File: src/source/ctrlPkg.sv
package ctrlPkg;

  // Instruction bits 31:12, bit 20 read as S or as L depending on class
  typedef union packed {
    struct packed {
      logic [3:0] cond;                          // Condition code
      logic [1:0] op;                            // Instruction class
      logic       immFlag;                       // Operand 2 is immediate
      logic [3:0] cmd;                           // ALU command
      logic       sBit;                          // Set flags
      logic [3:0] rn;                            // First source
      logic [3:0] rd;                            // Destination
    } dp;
    struct packed {
      logic [3:0] cond;
      logic [1:0] op;
      logic       notImm;                        // Register offset when set
      logic       preIndex;                      // P bit
      logic       up;                            // Add offset when set
      logic       byteFlag;                      // Byte transfer
      logic       writeBack;                     // Base update
      logic       load;                          // LDR when set, STR otherwise
      logic [3:0] rn;                            // Base register
      logic [3:0] rd;                            // Transfer register
    } mem;
  } instrFieldsU;

  localparam logic [1:0] OpDataProc   = 2'b00;  // Data processing
  localparam logic [1:0] OpMemory     = 2'b01;  // LDR and STR
  localparam logic [1:0] OpBranch     = 2'b10;  // B

  localparam logic [3:0] CmdAdd       = 4'b0100;
  localparam logic [3:0] CmdSub       = 4'b0010;
  localparam logic [3:0] CmdRsb       = 4'b0011; // Operands swapped
  localparam logic [3:0] CmdRsc       = 4'b0111; // Operands swapped
  localparam logic [1:0] CmdCmpGroup  = 2'b10;   // TST TEQ CMP CMN, upper cmd bits

  localparam int         FlagN        = 3;
  localparam int         FlagZ        = 2;
  localparam int         FlagC        = 1;
  localparam int         FlagV        = 0;

  localparam logic [1:0] FwdNone      = 2'b00;   // Register file value
  localparam logic [1:0] FwdWriteback = 2'b01;   // Result from Writeback
  localparam logic [1:0] FwdMemory    = 2'b10;   // ALU result in Memory

  localparam logic [3:0] CondAlways   = 4'b1110;

endpackage

File: src/source/condUnit.sv
module condUnit (
  input  logic [3:0] cond,
  input  logic [3:0] flags,
  input  logic [3:0] aluFlags,
  input  logic [1:0] flagWrite,
  output logic       condEx,
  output logic [3:0] flagsNext
);
  import ctrlPkg::*;

  logic neg;                                     // Stored N
  logic zero;                                    // Stored Z
  logic carry;                                   // Stored C
  logic overflow;                                // Stored V
  logic ge;                                      // Signed greater or equal

  assign neg      = flags[FlagN];
  assign zero     = flags[FlagZ];
  assign carry    = flags[FlagC];
  assign overflow = flags[FlagV];
  assign ge       = (neg == overflow);

  always_comb begin
    case (cond)
      4'b0000:    condEx = zero;                 // EQ
      4'b0001:    condEx = ~zero;                // NE
      4'b0010:    condEx = carry;                // CS
      4'b0011:    condEx = ~carry;               // CC
      4'b0100:    condEx = neg;                  // MI
      4'b0101:    condEx = ~neg;                 // PL
      4'b0110:    condEx = overflow;             // VS
      4'b0111:    condEx = ~overflow;            // VC
      4'b1000:    condEx = carry & ~zero;        // HI
      4'b1001:    condEx = ~carry | zero;        // LS
      4'b1010:    condEx = ge;                   // GE
      4'b1011:    condEx = ~ge;                  // LT
      4'b1100:    condEx = ~zero & ge;           // GT
      4'b1101:    condEx = zero | ~ge;           // LE
      CondAlways: condEx = 1'b1;                 // AL
      default:    condEx = 1'b0;                 // Unconditional space, not supported
    endcase
  end

  // N and Z follow S, C and V only for add and subtract
  assign flagsNext[FlagN] = (flagWrite[1] & condEx) ? aluFlags[FlagN] : neg;
  assign flagsNext[FlagZ] = (flagWrite[1] & condEx) ? aluFlags[FlagZ] : zero;
  assign flagsNext[FlagC] = (flagWrite[0] & condEx) ? aluFlags[FlagC] : carry;
  assign flagsNext[FlagV] = (flagWrite[0] & condEx) ? aluFlags[FlagV] : overflow;

  // A flag-setting instruction must never reach Execute with cond 1111
  always_comb begin
    assert final (!(cond === 4'b1111 && flagWrite != 2'b00))
      else $error("condUnit: flag write with cond 1111");
  end

endmodule

File: src/source/controller.sv
module controller (
  input  logic                clk,
  input  logic                rstN,
  input  ctrlPkg::instrFieldsU instrD,
  input  logic [3:0]          aluFlagsE,
  input  logic                flushE,
  output logic [1:0]          regSrcD,
  output logic [1:0]          immSrcD,
  output logic                swapAluD,
  output logic                aluSrcE,
  output logic [3:0]          aluControlE,
  output logic                branchTakenE,
  output logic                carryInE,
  output logic                memWriteM,
  output logic                memToRegE,
  output logic                regWriteM,
  output logic                memToRegW,
  output logic                pcSrcW,
  output logic                regWriteW,
  output logic                pcWrPendingF
);
  import ctrlPkg::*;

  logic [9:0] controlsD;                         // Main decoder word
  logic       aluSrcD, memToRegD, regWriteD, memWriteD, branchD, aluOpD;
  logic [3:0] aluControlD;
  logic [1:0] flagWriteD;
  logic       cmpD;                              // Compare family, flags only
  logic       regWriteDecD;                      // Register write after compare check
  logic       pcSrcD;
  logic [1:0] flagWriteE;
  logic       branchE, memWriteE, regWriteE, pcSrcE;
  logic [3:0] condE;
  logic [3:0] flagsE, flagsNextE;
  logic       condExE;
  logic       regWriteGatedE, memWriteGatedE, pcSrcGatedE;
  logic       memToRegM, pcSrcM;

  // Main decoder
  always_comb begin
    case (instrD.dp.op)
      OpDataProc: controlsD = instrD.dp.immFlag ? 10'b00_00_1_0_1_0_0_1   // DP immediate
                                                : 10'b00_00_0_0_1_0_0_1;  // DP register
      OpMemory:   controlsD = instrD.mem.load   ? 10'b00_01_1_1_1_0_0_0   // LDR
                                                : 10'b10_01_1_0_0_1_0_0;  // STR
      OpBranch:   controlsD = 10'b01_10_1_0_0_0_1_0;                      // B
      default:    controlsD = 10'b0;                                      // Undefined
    endcase
  end

  assign {regSrcD, immSrcD, aluSrcD, memToRegD,
          regWriteD, memWriteD, branchD, aluOpD} = controlsD;

  // ALU decoder
  always_comb begin
    if (aluOpD) begin
      aluControlD   = instrD.dp.cmd;             // cmd goes straight through
      flagWriteD[1] = instrD.dp.sBit;            // N, Z
      flagWriteD[0] = instrD.dp.sBit &
                      (instrD.dp.cmd == CmdAdd || instrD.dp.cmd == CmdSub); // C, V
    end else begin
      aluControlD   = CmdAdd;                    // Address or target add
      flagWriteD    = 2'b00;
    end
  end

  assign cmpD         = aluOpD & (instrD.dp.cmd[3:2] == CmdCmpGroup);
  assign regWriteDecD = regWriteD & ~cmpD;
  assign swapAluD     = aluOpD & (instrD.dp.cmd == CmdRsb || instrD.dp.cmd == CmdRsc);
  assign pcSrcD       = ((instrD.dp.rd == 4'b1111) & regWriteDecD) | branchD; // Write to r15

  // Execute registers cleared to a bubble on flushE
  always_ff @(posedge clk) begin
    if (!rstN || flushE) begin
      flagWriteE <= 2'b00;
      branchE    <= 1'b0;
      memWriteE  <= 1'b0;
      regWriteE  <= 1'b0;
      pcSrcE     <= 1'b0;
      memToRegE  <= 1'b0;
    end else begin
      flagWriteE <= flagWriteD;
      branchE    <= branchD;
      memWriteE  <= memWriteD;
      regWriteE  <= regWriteDecD;
      pcSrcE     <= pcSrcD;
      memToRegE  <= memToRegD;
    end
  end

  always_ff @(posedge clk) begin
    if (!rstN) begin
      aluSrcE     <= 1'b0;
      aluControlE <= 4'b0;
      condE       <= 4'b0;
      flagsE      <= 4'b0;
    end else begin
      aluSrcE     <= aluSrcD;
      aluControlE <= aluControlD;
      condE       <= instrD.dp.cond;
      flagsE      <= flagsNextE;                 // Flags update at end of Execute
    end
  end

  condUnit u_condUnit (
    .cond      (condE),
    .flags     (flagsE),
    .aluFlags  (aluFlagsE),
    .flagWrite (flagWriteE),
    .condEx    (condExE),
    .flagsNext (flagsNextE)
  );

  assign branchTakenE   = branchE & condExE;
  assign regWriteGatedE = regWriteE & condExE;
  assign memWriteGatedE = memWriteE & condExE;
  assign pcSrcGatedE    = pcSrcE & condExE;
  assign carryInE       = flagsE[FlagC];         // For ADC, SBC, RSC

  // Memory and Writeback registers
  always_ff @(posedge clk) begin
    if (!rstN) begin
      memWriteM <= 1'b0;
      memToRegM <= 1'b0;
      regWriteM <= 1'b0;
      pcSrcM    <= 1'b0;
      memToRegW <= 1'b0;
      regWriteW <= 1'b0;
      pcSrcW    <= 1'b0;
    end else begin
      memWriteM <= memWriteGatedE;
      memToRegM <= memToRegE;
      regWriteM <= regWriteGatedE;
      pcSrcM    <= pcSrcGatedE;
      memToRegW <= memToRegM;
      regWriteW <= regWriteM;
      pcSrcW    <= pcSrcM;
    end
  end

  assign pcWrPendingF = pcSrcD | pcSrcE | pcSrcM; // PC write somewhere ahead of W

  aDecodeKnown: assert property (@(posedge clk) disable iff (!rstN)
    (instrD.dp.op != 2'b11) |-> !$isunknown(controlsD));

  // A store in Memory must not come out of Writeback as a load
  aStoreNotLoad: assert property (@(posedge clk) disable iff (!rstN)
    memWriteM |=> !memToRegW);

endmodule

File: src/source/hazardUnit.sv
module hazardUnit (
  input  logic       clk,
  input  logic       rstN,
  input  logic       match1EM,                   // Operand 1 of E equals dest in M
  input  logic       match1EW,                   // Operand 1 of E equals dest in W
  input  logic       match2EM,
  input  logic       match2EW,
  input  logic       match12DE,                  // D source equals E dest
  input  logic       regWriteM,
  input  logic       regWriteW,
  input  logic       memToRegE,
  input  logic       pcWrPendingF,
  input  logic       pcSrcW,
  input  logic       branchTakenE,
  output logic [1:0] forwardAE,
  output logic [1:0] forwardBE,
  output logic       stallF,
  output logic       stallD,
  output logic       flushD,
  output logic       flushE
);
  import ctrlPkg::*;

  logic ldStallD;                                // Load-use hazard

  // Memory result is younger, so it wins over Writeback
  function automatic logic [1:0] fwdSel(
    input logic matchM,
    input logic matchW,
    input logic wrM,
    input logic wrW
  );
    logic [1:0] sel;
    if (matchM && wrM) begin
      sel = FwdMemory;
    end else if (matchW && wrW) begin
      sel = FwdWriteback;
    end else begin
      sel = FwdNone;
    end
    return sel;
  endfunction

  assign forwardAE = fwdSel(match1EM, match1EW, regWriteM, regWriteW);
  assign forwardBE = fwdSel(match2EM, match2EW, regWriteM, regWriteW);

  assign ldStallD = match12DE & memToRegE;       // Load data not ready until W

  assign stallF = ldStallD | pcWrPendingF;       // Hold fetch while PC write pending
  assign stallD = ldStallD;
  assign flushD = pcWrPendingF | pcSrcW | branchTakenE;
  assign flushE = ldStallD | branchTakenE;       // Bubble behind stalled instruction

  aStallOrder: assert property (@(posedge clk) disable iff (!rstN)
    stallD |-> stallF);

  aFlushStall: assert property (@(posedge clk) disable iff (!rstN)
    (flushE && stallD) |-> ldStallD);

endmodule

File: src/source/ctrlTop.sv
module ctrlTop (
  input  logic         clk,
  input  logic         rstN,
  input  logic [31:12] instrD,
  input  logic [3:0]   aluFlagsE,
  input  logic         match1EM,
  input  logic         match1EW,
  input  logic         match2EM,
  input  logic         match2EW,
  input  logic         match12DE,
  output logic [1:0]   regSrcD,
  output logic [1:0]   immSrcD,
  output logic         swapAluD,
  output logic         aluSrcE,
  output logic [3:0]   aluControlE,
  output logic         branchTakenE,
  output logic         carryInE,
  output logic         memWriteM,
  output logic         memToRegW,
  output logic         pcSrcW,
  output logic         regWriteW,
  output logic [1:0]   forwardAE,
  output logic [1:0]   forwardBE,
  output logic         stallF,
  output logic         stallD,
  output logic         flushD
);

  logic regWriteM;                               // Controller to hazard unit
  logic memToRegE;
  logic pcWrPendingF;
  logic flushE;                                  // Hazard unit back to controller

  controller u_controller (
    .clk          (clk),
    .rstN         (rstN),
    .instrD       (instrD),
    .aluFlagsE    (aluFlagsE),
    .flushE       (flushE),
    .regSrcD      (regSrcD),
    .immSrcD      (immSrcD),
    .swapAluD     (swapAluD),
    .aluSrcE      (aluSrcE),
    .aluControlE  (aluControlE),
    .branchTakenE (branchTakenE),
    .carryInE     (carryInE),
    .memWriteM    (memWriteM),
    .memToRegE    (memToRegE),
    .regWriteM    (regWriteM),
    .memToRegW    (memToRegW),
    .pcSrcW       (pcSrcW),
    .regWriteW    (regWriteW),
    .pcWrPendingF (pcWrPendingF)
  );

  hazardUnit u_hazardUnit (
    .clk          (clk),
    .rstN         (rstN),
    .match1EM     (match1EM),
    .match1EW     (match1EW),
    .match2EM     (match2EM),
    .match2EW     (match2EW),
    .match12DE    (match12DE),
    .regWriteM    (regWriteM),
    .regWriteW    (regWriteW),
    .memToRegE    (memToRegE),
    .pcWrPendingF (pcWrPendingF),
    .pcSrcW       (pcSrcW),
    .branchTakenE (branchTakenE),
    .forwardAE    (forwardAE),
    .forwardBE    (forwardBE),
    .stallF       (stallF),
    .stallD       (stallD),
    .flushD       (flushD),
    .flushE       (flushE)
  );

endmodule

File: config.mk
export PLATFORM = sky130hd
export DESIGN_NAME = ctrlTop
export DESIGN_NICKNAME = d
export VERILOG_FILES = /design/src/source/ctrlPkg.sv /design/src/source/condUnit.sv /design/src/source/controller.sv /design/src/source/hazardUnit.sv /design/src/source/ctrlTop.sv
export SDC_FILE = /design/constraint.sdc
export NUM_CORES = 1
export LEC_CHECK = 0
export BUFFER_PORTS_ARGS = -buffer_cell sky130_fd_sc_hd__buf_4
export CAP_MARGIN = 10
export CORE_AREA = 2 2 47 66
export DETAILED_ROUTE_END_ITERATION = 6
export DIE_AREA = 0 0 49 68
export GPL_ROUTABILITY_DRIVEN = 0
export GPL_TIMING_DRIVEN = 0
export PLACE_DENSITY = 0.79
export SLEW_MARGIN = 40
export SYNTH_ARGS = -nofsm -noshare
export SYNTH_HDL_FRONTEND = slang
export SYNTH_SLANG_ARGS = --single-unit
export TNS_END_PERCENT = 20
File: constraint.sdc
create_clock -name clk -period 2.6 [get_ports clk]
set_clock_uncertainty 0.2 [all_clocks]
set_input_delay 0.13 -clock clk [delete_from_list [all_inputs] [get_ports clk]]
set_output_delay 0.13 -clock clk [all_outputs]
set_load 0.05 [all_outputs]
==> metrics.txt, run 1 <==
sequential-to-total area share from yosys stat=0.4146; initial core utilization=0.4671; worst r2r dst=u_controller.memToRegE; Die Wd=49 um; Cell Rows=23; Worst-Margin Slew=396.4 ps; Endpoint, Worst Hold=u_controller.aluSrcE; clock buffer depth=2; reg-to-reg slack, setup=580 ps; H-Tree Depth=1; RSZ-0062 raised after global routing=no; Setup-failing EPs final=0; Yosys cell types=37; Worst slew margin=0.7358; die height=68 um; vias per cell=4.922; GR Util All Layers=0.2031; final net count=245; yosys warns=0; Port Buffers=49; critical path's largest stage delay=360 ps; startpoint types=register; CTS tree=built; crit-path cells=buf_6, mux2_4, a21oi_2, o211ai_2, and3_4, or3b_1, buf_4; Remaining Overflow, GRT=0; synth cell count leaders=dfxtp_1 (27), and2_1 (15), nand2_1 (13); Die ar.=3332 um^2; Mean Syn Cell Area=9.657 um^2; total routed wirelength=3.219 mm; core area=2791 um^2; worst min-delay path startpoint=instrD[25]; clk root buf=clkbuf_8; Fmax achieved=0.4054 GHz; Reg clk slew, reported paths=90 ps; crit-path max FO=10; ant diodes=0; Buf+Inv Stages, Crit Path=2; Critical Path End Type=output port; cells after synthesis=135; CP Data Arrival Time=2140 ps; Post-synth EDFFs=0; Setup CP Type=register to output port; hold slack=14.39 ps; hold depth=3; largest net degree at the start of global routing=17; Synth area leader=dfxtp_1; Design Area, Final=1952 um^2; Synth Net Count=172; DR iter-0 viols=9; CP delay by family, top=simple AND/OR/NAND/NOR gates; reg2reg start=u_controller.condE[3]; top_reg_cell synth=dfxtp_1; placed cell count=221; drt first pass iters=4; worst reg-to-reg path cell count=7; power density cells=439.8 nW/um^2; share of cells above drive strength 1=0.3285; DP Wirelength=2.431 mm; Yosys top cell area share=0.4146; placed cell area=1718 um^2; non-filler cells, final=244; status=complete, no violations; initial antenna violation count=0; WP data required=2270 ps; DR DRC count=0; post-route ant nets=0; I/O Pins=54; dominant cells by area after synthesis=dfxtp_1 (41%), and2_1 (7.2%), ha_1 (5.8%); vias in the first global route=1230; Routed wire per std cell=13.19 um; P&R area growth vs syn=49.71%; clk sink count=27; most common cell in the netlist=dfxtp_1; VDD IR-drop max=0.0004416 V; first-pass GRT wire length=5.147 mm; Final Max Tran Viols=0; asr flop ratio synth=0; setup TNS=0 ps; Pleak=0.0009284 uW; vias=1201; max_cap viols=0; slowest cell on the critical path=dfxtp_1; Final Hold Viols=0; final worst path period share=0.9487; CTS Buf Count=3; Synth Register Bits=27; worst skew pair latency=270 ps; Mapped Area=1304 um^2; Final min period=2467 ps; path category of the worst min-delay check=input port to register
state kept, by name (all words and copies together), names as in the netlist, 2 cells and up:
signal / cells
u_controller.aluControlE: 4
u_controller.condE: 4
u_controller.flagsE: 4
u_controller.flagWriteE: 2
placed cells by master (no fill, tap or decap), types with 4 or more instances in the layout:
| cell type | Yosys | final |
|---|---|---|
| and3_1 | 10 | 10 |
| and2_1 | 15 | 15 |
| a21oi_1 | 5 | 5 |
| dlygate4sd3_1 | 0 | 17 |
| mux2i_1 | 5 | 5 |
| ha_1 | 6 | 6 |
| inv_1 | 6 | 6 |
| buf_4 | 4 | 55 |
| nor2_1 | 4 | 4 |
| nor4bb_1 | 4 | 4 |
| dfxtp_1 | 27 | 27 |
| nand2_1 | 13 | 13 |
per-layer routing:
layer  vias up  global-route usage  wire length (um)
li1        609                   -                 -
met1       553              0.1823              1136
met2        34              0.4401              1903
met3         5             0.02620               126
met4         0             0.09643                53
met5         -                   0                 0
power breakdown:
group	leakage (uW)	total [uW]	internal (uW)	switching (uW)
sequential	0.000220	430	425	5.37
combinational	0.000686	189	91.3	98.2
clock	0.0000217	238	109	130
total	0.000928	858	625	233
worst max path at each step:
| stage | startpoint | end | slack, ps | cells past startpoint |
|---|---|---|---|---|
| after detailed placement | u_controller.flagsE[0] | flushD | 410 | 7 |
| after CTS | u_controller.flagsE[0] | flushD | 90 | 7 |
| after floorplan | u_controller.flagsE[1] | flushD | 220 | 5 |
| after global placement | u_controller.flagsE[0] | flushD | 430 | 7 |
| final | u_controller.condE[2] | flushD | 130 | 7 |
| after global routing | u_controller.condE[2] | flushD | 8 | 7 |
stage by stage:
| step | utilization | power [uW] | setup WS [ps] |
|---|---|---|---|
| detailed placement | 0.6154 | 606.8 | 408.5 |
| global placement | 0.6154 | 601.4 | 433.1 |
| floorplan | - | 540.0 | 222.9 |
| global route | 0.6992 | 895.9 | 7.879 |
| CTS | 0.6939 | 860.8 | 92.07 |
| finish | 0.6992 | 858.4 | 133.4 |
final cells by class:
| type | count | area [um^2] |
|---|---|---|
| fill | 234 | 839.6 |
| sequential | 27 | 540.5 |
| multi-input combinational | 92 | 676.9 |
| clock buffer | 3 | 41.29 |
| tap | 37 | 46.29 |
| clock inverter | 1 | 7.507 |
| timing repair buffer | 68 | 553.0 |
| buffer | 10 | 63.81 |
| inverter | 6 | 22.52 |
tightest hold or removal path, cell delays in order:
cell     delay, ps
buf_4           80
a21oi_1         60
nor3b_1        170
kinds of logic (layout without fill, tap and decap cells):
logic type,Yosys count,count (layout),synth area share
muxes,6,6,0.04990
and+or+nand+nor,63,63,0.3090
adders and majority gates,6,6,0.05758
buffers and inverters,16,88,0.06622
xor gates and xnor gates,2,2,0.01344
AOI/OAI and AO/OA,15,15,0.08925
DFF,27,27,0.4146
timing repair:
item | CTS | global route
setup buffers | 0 | 2
hold buffers | 17 | 0
endpoints found under the hold margin | 17 | 0
gates resized for setup | 0 | 0
endpoints found under the setup margin | 0 | 1
No activity file was read; power rests on OpenSTA's default activity.
==> run 2, diff against run 1 <==
--- a/config.mk
+++ b/config.mk
@@ -7,12 +7,13 @@
 export LEC_CHECK = 0
 export BUFFER_PORTS_ARGS = -buffer_cell sky130_fd_sc_hd__buf_4
 export CAP_MARGIN = 10
-export CORE_AREA = 2 2 47 66
+export CORE_AREA = 2 2 45 64
+export CTS_BUF_LIST = sky130_fd_sc_hd__clkbuf_4
 export DETAILED_ROUTE_END_ITERATION = 6
-export DIE_AREA = 0 0 49 68
+export DIE_AREA = 0 0 47 66
 export GPL_ROUTABILITY_DRIVEN = 0
 export GPL_TIMING_DRIVEN = 0
-export PLACE_DENSITY = 0.79
+export PLACE_DENSITY = 0.85
 export SLEW_MARGIN = 40
 export SYNTH_ARGS = -nofsm -noshare
 export SYNTH_HDL_FRONTEND = slang
==> run 2 against run 1 <==
  * Maximum frequency down 3.7%
  * Sequential power hardly changed
  * Total power fell by 5.5%
  * Via count grew 3.8%
  * Non-clock buffer count grew 3
  * Combinational power up 5%
  * Die area down 6.9%
  * Clock-buffer cell count is the same
  * Flip-flop and latch count is the same
  * First-iteration DRC count grew to 2.6 times the previous value
  * Sequential share of layout area down 0.30 points
  * Final area grew 1.8%
  * Highest routed layer unchanged
==> metrics.txt, run 2 (same netlist as run 1, synthesis figures left out) <==
Fmax achieved=0.3906 GHz (-3.7%); Routed wire per std cell=13.84 um (+4.9%); startpoint types=register; initial core utilization=0.5148 (+0.04777); status=complete, no violations; Net Sw Power=228.8 uW (-1.9%); Sw Share=0.2821 (+0.01034); crit-path max FO=8 (-2); Final min period=2560 ps (+93.62 ps); slowest cell on the critical path=or3b_1; Remaining Overflow, GRT=0 (unchanged); vias=1247 (+3.8%); Worst-Margin Slew=389.5 ps (-6.847 ps); drt first pass iters=4 (unchanged); setup TNS=0 ps (unchanged); Final Hold Viols=0 (unchanged); non-filler cells, final=246 (+0.82%); Pleak=0.0009434 uW (+1.6%); vias per cell=5.069 (+3.0%); most common cell after layout, fill and taps aside=buf_4; commonest cells after routing, fill and taps aside=buf_4 (56), dfxtp_1 (24), dlygate4sd3_1 (19); VDD IR-drop max=0.0003818 V (-14%); hold slack=43.39 ps (+29.00 ps); initial antenna violation count=0 (unchanged); placed cell count=220 (-0.45%); P_int=582.3 uW (-6.9%); Die Wd=47 um (-4.1%); largest net degree at the start of global routing=17 (unchanged); DR iter-0 viols=23 (+14); share of cells above drive strength 1=0.3571 (+0.02864); CTS tree=built; I/O Pins=54 (unchanged); Cell Rows=22 (-4.3%); Reg clk slew, reported paths=150 ps (+60 ps); Worst slew margin=0.7386 (+0.002805); DR DRC count=0 (unchanged); Comb power frac=0.246 (+0.025); first-pass GRT wire length=5.209 mm (+1.2%); Top Registers=u_controller.aluControlE (4), u_controller.condE (4), u_controller.flagsE (4); Final Max Tran Viols=0 (unchanged); final worst path period share=0.9847 (+0.03601); clock buffer depth=2 (unchanged); max_cap viols=0 (unchanged); clock power share=0.222 (-0.056); crit-path cells=buf_2, xnor2_2, a311o_1, nand4b_1, and3_4, or3b_1, buf_4; ant diodes=0 (unchanged); Setup CP Type=register to output port; total routed wirelength=3.405 mm (+5.8%); CTS Buf Count=3 (unchanged); Die ar.=3102 um^2 (-6.9%); critical path's largest stage delay=350 ps (about the same); Reg power frac=0.533 (+0.031); CP Data Arrival Time=2230 ps (+90 ps); post-route ant nets=0 (unchanged); clk sink count=27 (unchanged); worst skew pair latency=330 ps (+60 ps); WP data required=2270 ps (about the same); DP Wirelength=2.301 mm (-5.4%); path category of the worst min-delay check=input port to register; P&R area growth vs syn=52.40%; H-Tree Depth=1 (unchanged); vias in the first global route=1234 (+0.33%); die height=66 um (-2.9%); Setup-failing EPs final=0 (unchanged); final net count=248 (+1.2%); Port Buffers=49 (unchanged); power density cells=408.2 nW/um^2 (-7.2%); GR Util All Layers=0.2332 (+0.03004); Critical Path End Type=output port; core area=2532 um^2 (-9.3%); clk root buf=clkbuf_4
## run 2: cell type report
class                      count  area, um^2
multi-input combinational     92       695.7
clock buffer                   3       22.52
fill                         172       545.5
buffer                        10       68.82
tap                           36       45.04
timing repair buffer          71       580.6
clock inverter                 1       7.507
inverter                       6       22.52
sequential                    27       544.3
## run 2: power groups by stage
stage          Sequential (uW)  Combinational (uW)  Clock, uW
6_report                   432                 199        180
5_1_grt                    434                 212        204
4_1_cts                    431                 189        183
3_5_place_dp               440                 166          0
3_3_place_gp               440                 162          0
2_1_floorplan              453                86.7          0
## run 2: worst paths after layout
| kind | start | endpoint | slack, ps | cells past startpoint |
|---|---|---|---|---|
| min | instrD[27] | u_controller.branchE | 40 | 3 |
| max reg2reg | u_controller.condE[1] | u_controller.flagsE[3] | 500 | 7 |
| max | u_controller.flagsE[0] | flushD | 40 | 7 |
| min reg2reg | u_controller.memToRegM | u_controller.memToRegW | 260 | 1 |
## run 2: through the flow
stage | power [uW] | cell area, um^2 | util | setup slack (ps)
after detailed placement | 606.1 | 1717 | 0.6779 | 396.8
after global routing | 849.2 | 1987 | 0.7846 | -34.31
after global placement | 601.8 | 1717 | 0.6779 | 420.6
after floorplan | 540.0 | 1304 | - | 222.9
final | 811.0 | 1987 | 0.7846 | 39.77
after CTS | 803.0 | 1937 | 0.7648 | 11.98
## run 2: per-layer routing
metal	up-vias	wire length, um	GRT usage
met1	588	1223	0.2266
met3	8	108	0.02186
met2	37	1972	0.4384
met4	0	99	0.1354
met5	-	0	0
li1	614	-	-
## run 2: timing repair
action / 4_1_cts / 5_1_grt
endpoints found under the setup margin: 0 / 1
hold endpoints to repair: 18 / 0
buffers inserted: 0 / 3
resized for setup: 0 / 8
hold buffers: 19 / 0
## run 2: worst max-delay path, delay by kind of cell (launching register included)
family	cells	cell delay (ps)
simple gates	3	830
buf+inv	2	410
flops	1	330
compound gates	1	190
xor+xnor	1	150
==> run 3, diff against run 2 <==
--- a/config.mk
+++ b/config.mk
@@ -7,15 +7,15 @@
 export LEC_CHECK = 0
 export BUFFER_PORTS_ARGS = -buffer_cell sky130_fd_sc_hd__buf_4
 export CAP_MARGIN = 10
-export CORE_AREA = 2 2 45 64
+export CORE_AREA = 2 2 58 82
 export CTS_BUF_LIST = sky130_fd_sc_hd__clkbuf_4
 export DETAILED_ROUTE_END_ITERATION = 6
-export DIE_AREA = 0 0 47 66
+export DIE_AREA = 0 0 60 84
 export GPL_ROUTABILITY_DRIVEN = 0
 export GPL_TIMING_DRIVEN = 0
-export PLACE_DENSITY = 0.85
 export SLEW_MARGIN = 40
 export SYNTH_ARGS = -nofsm -noshare
 export SYNTH_HDL_FRONTEND = slang
+export SYNTH_HIERARCHICAL = 1
 export SYNTH_SLANG_ARGS = --single-unit
 export TNS_END_PERCENT = 20
==> run 3 against run 2 <==
  * The run now ends with setup timing left
  * Maximum frequency decreased by 2.6%
  * Wire length decreased by 18%
  * Cell count increased by 6.5%
  * Non-clock buffer count decreased by 2
  * Utilization decreased by 33 points
  * Register-to-register slack got worse by 460 ps
  * Global-route usage decreased by 11 points
  * Critical path type unchanged
  * Largest power group unchanged
==> metrics.txt, run 3 <==
status=finished with violations; failing checks=setup timing; hold depth=3 (unchanged); Port Buffers=49 (unchanged); Mapped Area=1261 um^2 (-3.3%); crit-path max FO=8 (unchanged); cells after synthesis=124 (-8.1%); Worst slew margin=0.7595 (+0.02098); clk root buf=clkbuf_4; Critical Path End Type=output port; fin util=0.4591 (-0.3255); I/O Pins=54 (unchanged); Remaining Overflow, GRT=0 (unchanged); Yosys top cell area share=0.4286 (+0.01398); Die ar.=5040 um^2 (+62%); P_int=585.4 uW (+0.54%); ant diodes=0 (unchanged); GR Util All Layers=0.1204 (-0.1127); Comb power frac=0.246 (about the same); reg-to-reg slack, setup=40 ps (-460 ps); Synth area leader=dfxtp_1; CTS Buf Count=3 (unchanged); Reg power frac=0.530 (-0.003); placed cell count=235 (+6.8%); drt first pass iters=2 (-2); share of cells above drive strength 1=0.4450 (+0.08786); worst r2r dst=u_controller/flagWriteE[0]; worst min-delay path startpoint=instrD[27]; Setup CP Type=register to output port; final net count=238 (-4.0%); worst skew pair latency=320 ps (about the same); clk sink count=27 (unchanged); Mean Syn Cell Area=10.17 um^2 (+5.3%); vias in the first global route=1084 (-12%); Worst-Margin Slew=360.7 ps (-28.82 ps); sequential-to-total area share from yosys stat=0.4286 (+0.01398); vias per cell=4.168 (-18%); Setup-failing EPs final=1 (+1); DP Wirelength=2.112 mm (-8.2%); DR iter-0 viols=11 (-52%); VDD IR-drop max=0.0002947 V (-23%); Pleak=0.0009590 uW (+1.6%); path category of the worst min-delay check=input port to register; Endpoint, Worst Hold=u_controller/regWriteE; Net Sw Power=230.3 uW (+0.65%); largest net degree at the start of global routing=17 (unchanged); reg2reg start=u_controller/condE[2]; Fmax achieved=0.3803 GHz (-2.6%); post-route ant nets=0 (unchanged); crit-path cells=buf_6, or3b_1, o31ai_1, a32oi_1, o32ai_4, or2_4, and2_4, or3_4, buf_8; Final Max Tran Viols=0 (unchanged); Sw Share=0.2823 (about the same); clock buffer depth=2 (unchanged); synth cell count leaders=dfxtp_1 (27), and2_1 (16); most common cell in the netlist=dfxtp_1; vias=1092 (-12%); CP Data Arrival Time=2300 ps (+70 ps); Yosys cell types=43 (+16%); Die Wd=60 um (+28%); clock power share=0.224 (+0.002); Cell Rows=29 (+32%); final worst path period share=1.011 (+0.02655); dominant cells by area after synthesis=dfxtp_1 (43%), and2_1 (7.9%), ha_1 (6.0%); setup TNS=-29.25 ps (-29.25 ps); top_reg_cell synth=dfxtp_1; P&R area growth vs syn=59.82%; CTS tree=built; fin worst setup slack=-29.25 ps (-69.02 ps); initial core utilization=0.2873 (-0.2276); WP data required=2270 ps (about the same); yosys warns=6 (+6); initial antenna violation count=0 (unchanged); non-filler cells, final=262 (+6.5%); Routed wire per std cell=10.68 um (-23%); worst reg-to-reg path cell count=11 (+4); slowest cell on the critical path=dfxtp_1; startpoint types=register; Final Hold Viols=0 (unchanged); H-Tree Depth=1 (unchanged); Top Registers=u_controller/aluControlE (4), u_controller/condE (4), u_controller/flagsE (4); commonest cells after routing, fill and taps aside=buf_4 (58), dfxtp_1 (20), dlygate4sd3_1 (17); DR DRC count=0 (unchanged); hold slack=16.67 ps (-26.72 ps); first-pass GRT wire length=4.781 mm (-8.2%); die height=84 um (+27%); core area=4390 um^2 (+73%); Post-synth EDFFs=0 (unchanged); Reg clk slew, reported paths=150 ps (about the same); RSZ-0062 raised after global routing=yes; total routed wirelength=2.798 mm (-18%); asr flop ratio synth=0 (unchanged); Final min period=2629 ps (+69.02 ps); power density cells=404.7 nW/um^2 (-0.86%); most common cell after layout, fill and taps aside=buf_4; max_cap viols=0 (unchanged); Synth Register Bits=27 (unchanged); critical path's largest stage delay=330 ps (-20 ps); Synth Net Count=161 (-6.4%)
==> run 3: cell types whose count changed after synthesis, sizes merged, moves of 3 or more <==
cell and delta:
nand2 -7, mux2 +3, buf -3, and3 -3, mux2i -4, and2b +3
a21oi -3, nor4bb -4, o21ai +3
==> run 3: cells by family after synthesis <==
family | share of synthesized area
fa+ha+maj | 0.05952
compound gates | 0.1141
mux | 0.04365
simple gates | 0.2699
xor+xnor | 0.02778
flops | 0.4286
buf+inv | 0.05655
==> run 3: what timing repair did <==
action                                 4_1_cts  5_1_grt
hold buffers                                17        0
endpoints found under the hold margin       18        0
pin swaps                                    5        6
gates resized for setup                      9        5
setup endpoints to repair                    3        3
setup buffers                                2        4
==> run 3: cell type report <==
class                   instances  area, um^2
clock buffers                   3       22.52
fillers                       435        2375
plain buffers                   7       48.80
well taps                      62       77.57
multi-input cells              84       691.9
repair buffers                 72       590.6
clock inverters                 1       7.507
flip-flops and latches         27       554.3
inverters                       6       22.52
==> run 3: worst max-delay path, delay by kind of cell, from the launching register on <==
family / cells / cell delay, ps
and+or+nand+nor: 4 / 920
AOI/OAI and AO/OA: 3 / 440
DFF: 1 / 330
buffers and inverters: 2 / 280
==> run 3: power groups by stage <==
stage	clock network, uW	registers, uW	logic, uW
floorplan	0	455	90.2
global placement	0	442	168
detailed placement	0	442	168
CTS	190	434	194
global route	208	435	217
finish	183	432	201
==> run 3: how the worst max path moves through the flow <==
stage               slack [ps]                   start                         end
detailed placement        -120  u_controller/flagsE[3]  u_controller/flagWriteE[0]
CTS                        -20  u_controller/flagsE[0]                      flushD
finish                     -30   u_controller/condE[2]                      flushD
floorplan                   20  u_controller/flagsE[1]  u_controller/flagWriteE[0]
global placement          -160  u_controller/flagsE[3]  u_controller/flagWriteE[0]
global route              -130   u_controller/condE[2]                      flushD
==> run 3: through the flow <==
stage | total power (uW) | area, um^2 | setup WS, ps
6_report | 815.7 | 2016 | -29.25
5_1_grt | 859.4 | 2016 | -130.0
4_1_cts | 818.2 | 1957 | -23.91
3_5_place_dp | 610.1 | 1715 | -115.8
3_3_place_gp | 609.8 | 1715 | -159.5
2_1_floorplan | 544.7 | 1270 | 18.89
==> run 3: per-layer routing <==
metal,up-vias,global-route usage,part of all wire
met5,-,0,0
met4,0,0.04242,0.0082
met3,2,0.02171,0.048
met2,26,0.2194,0.56
met1,486,0.1322,0.38
li1,578,-,-
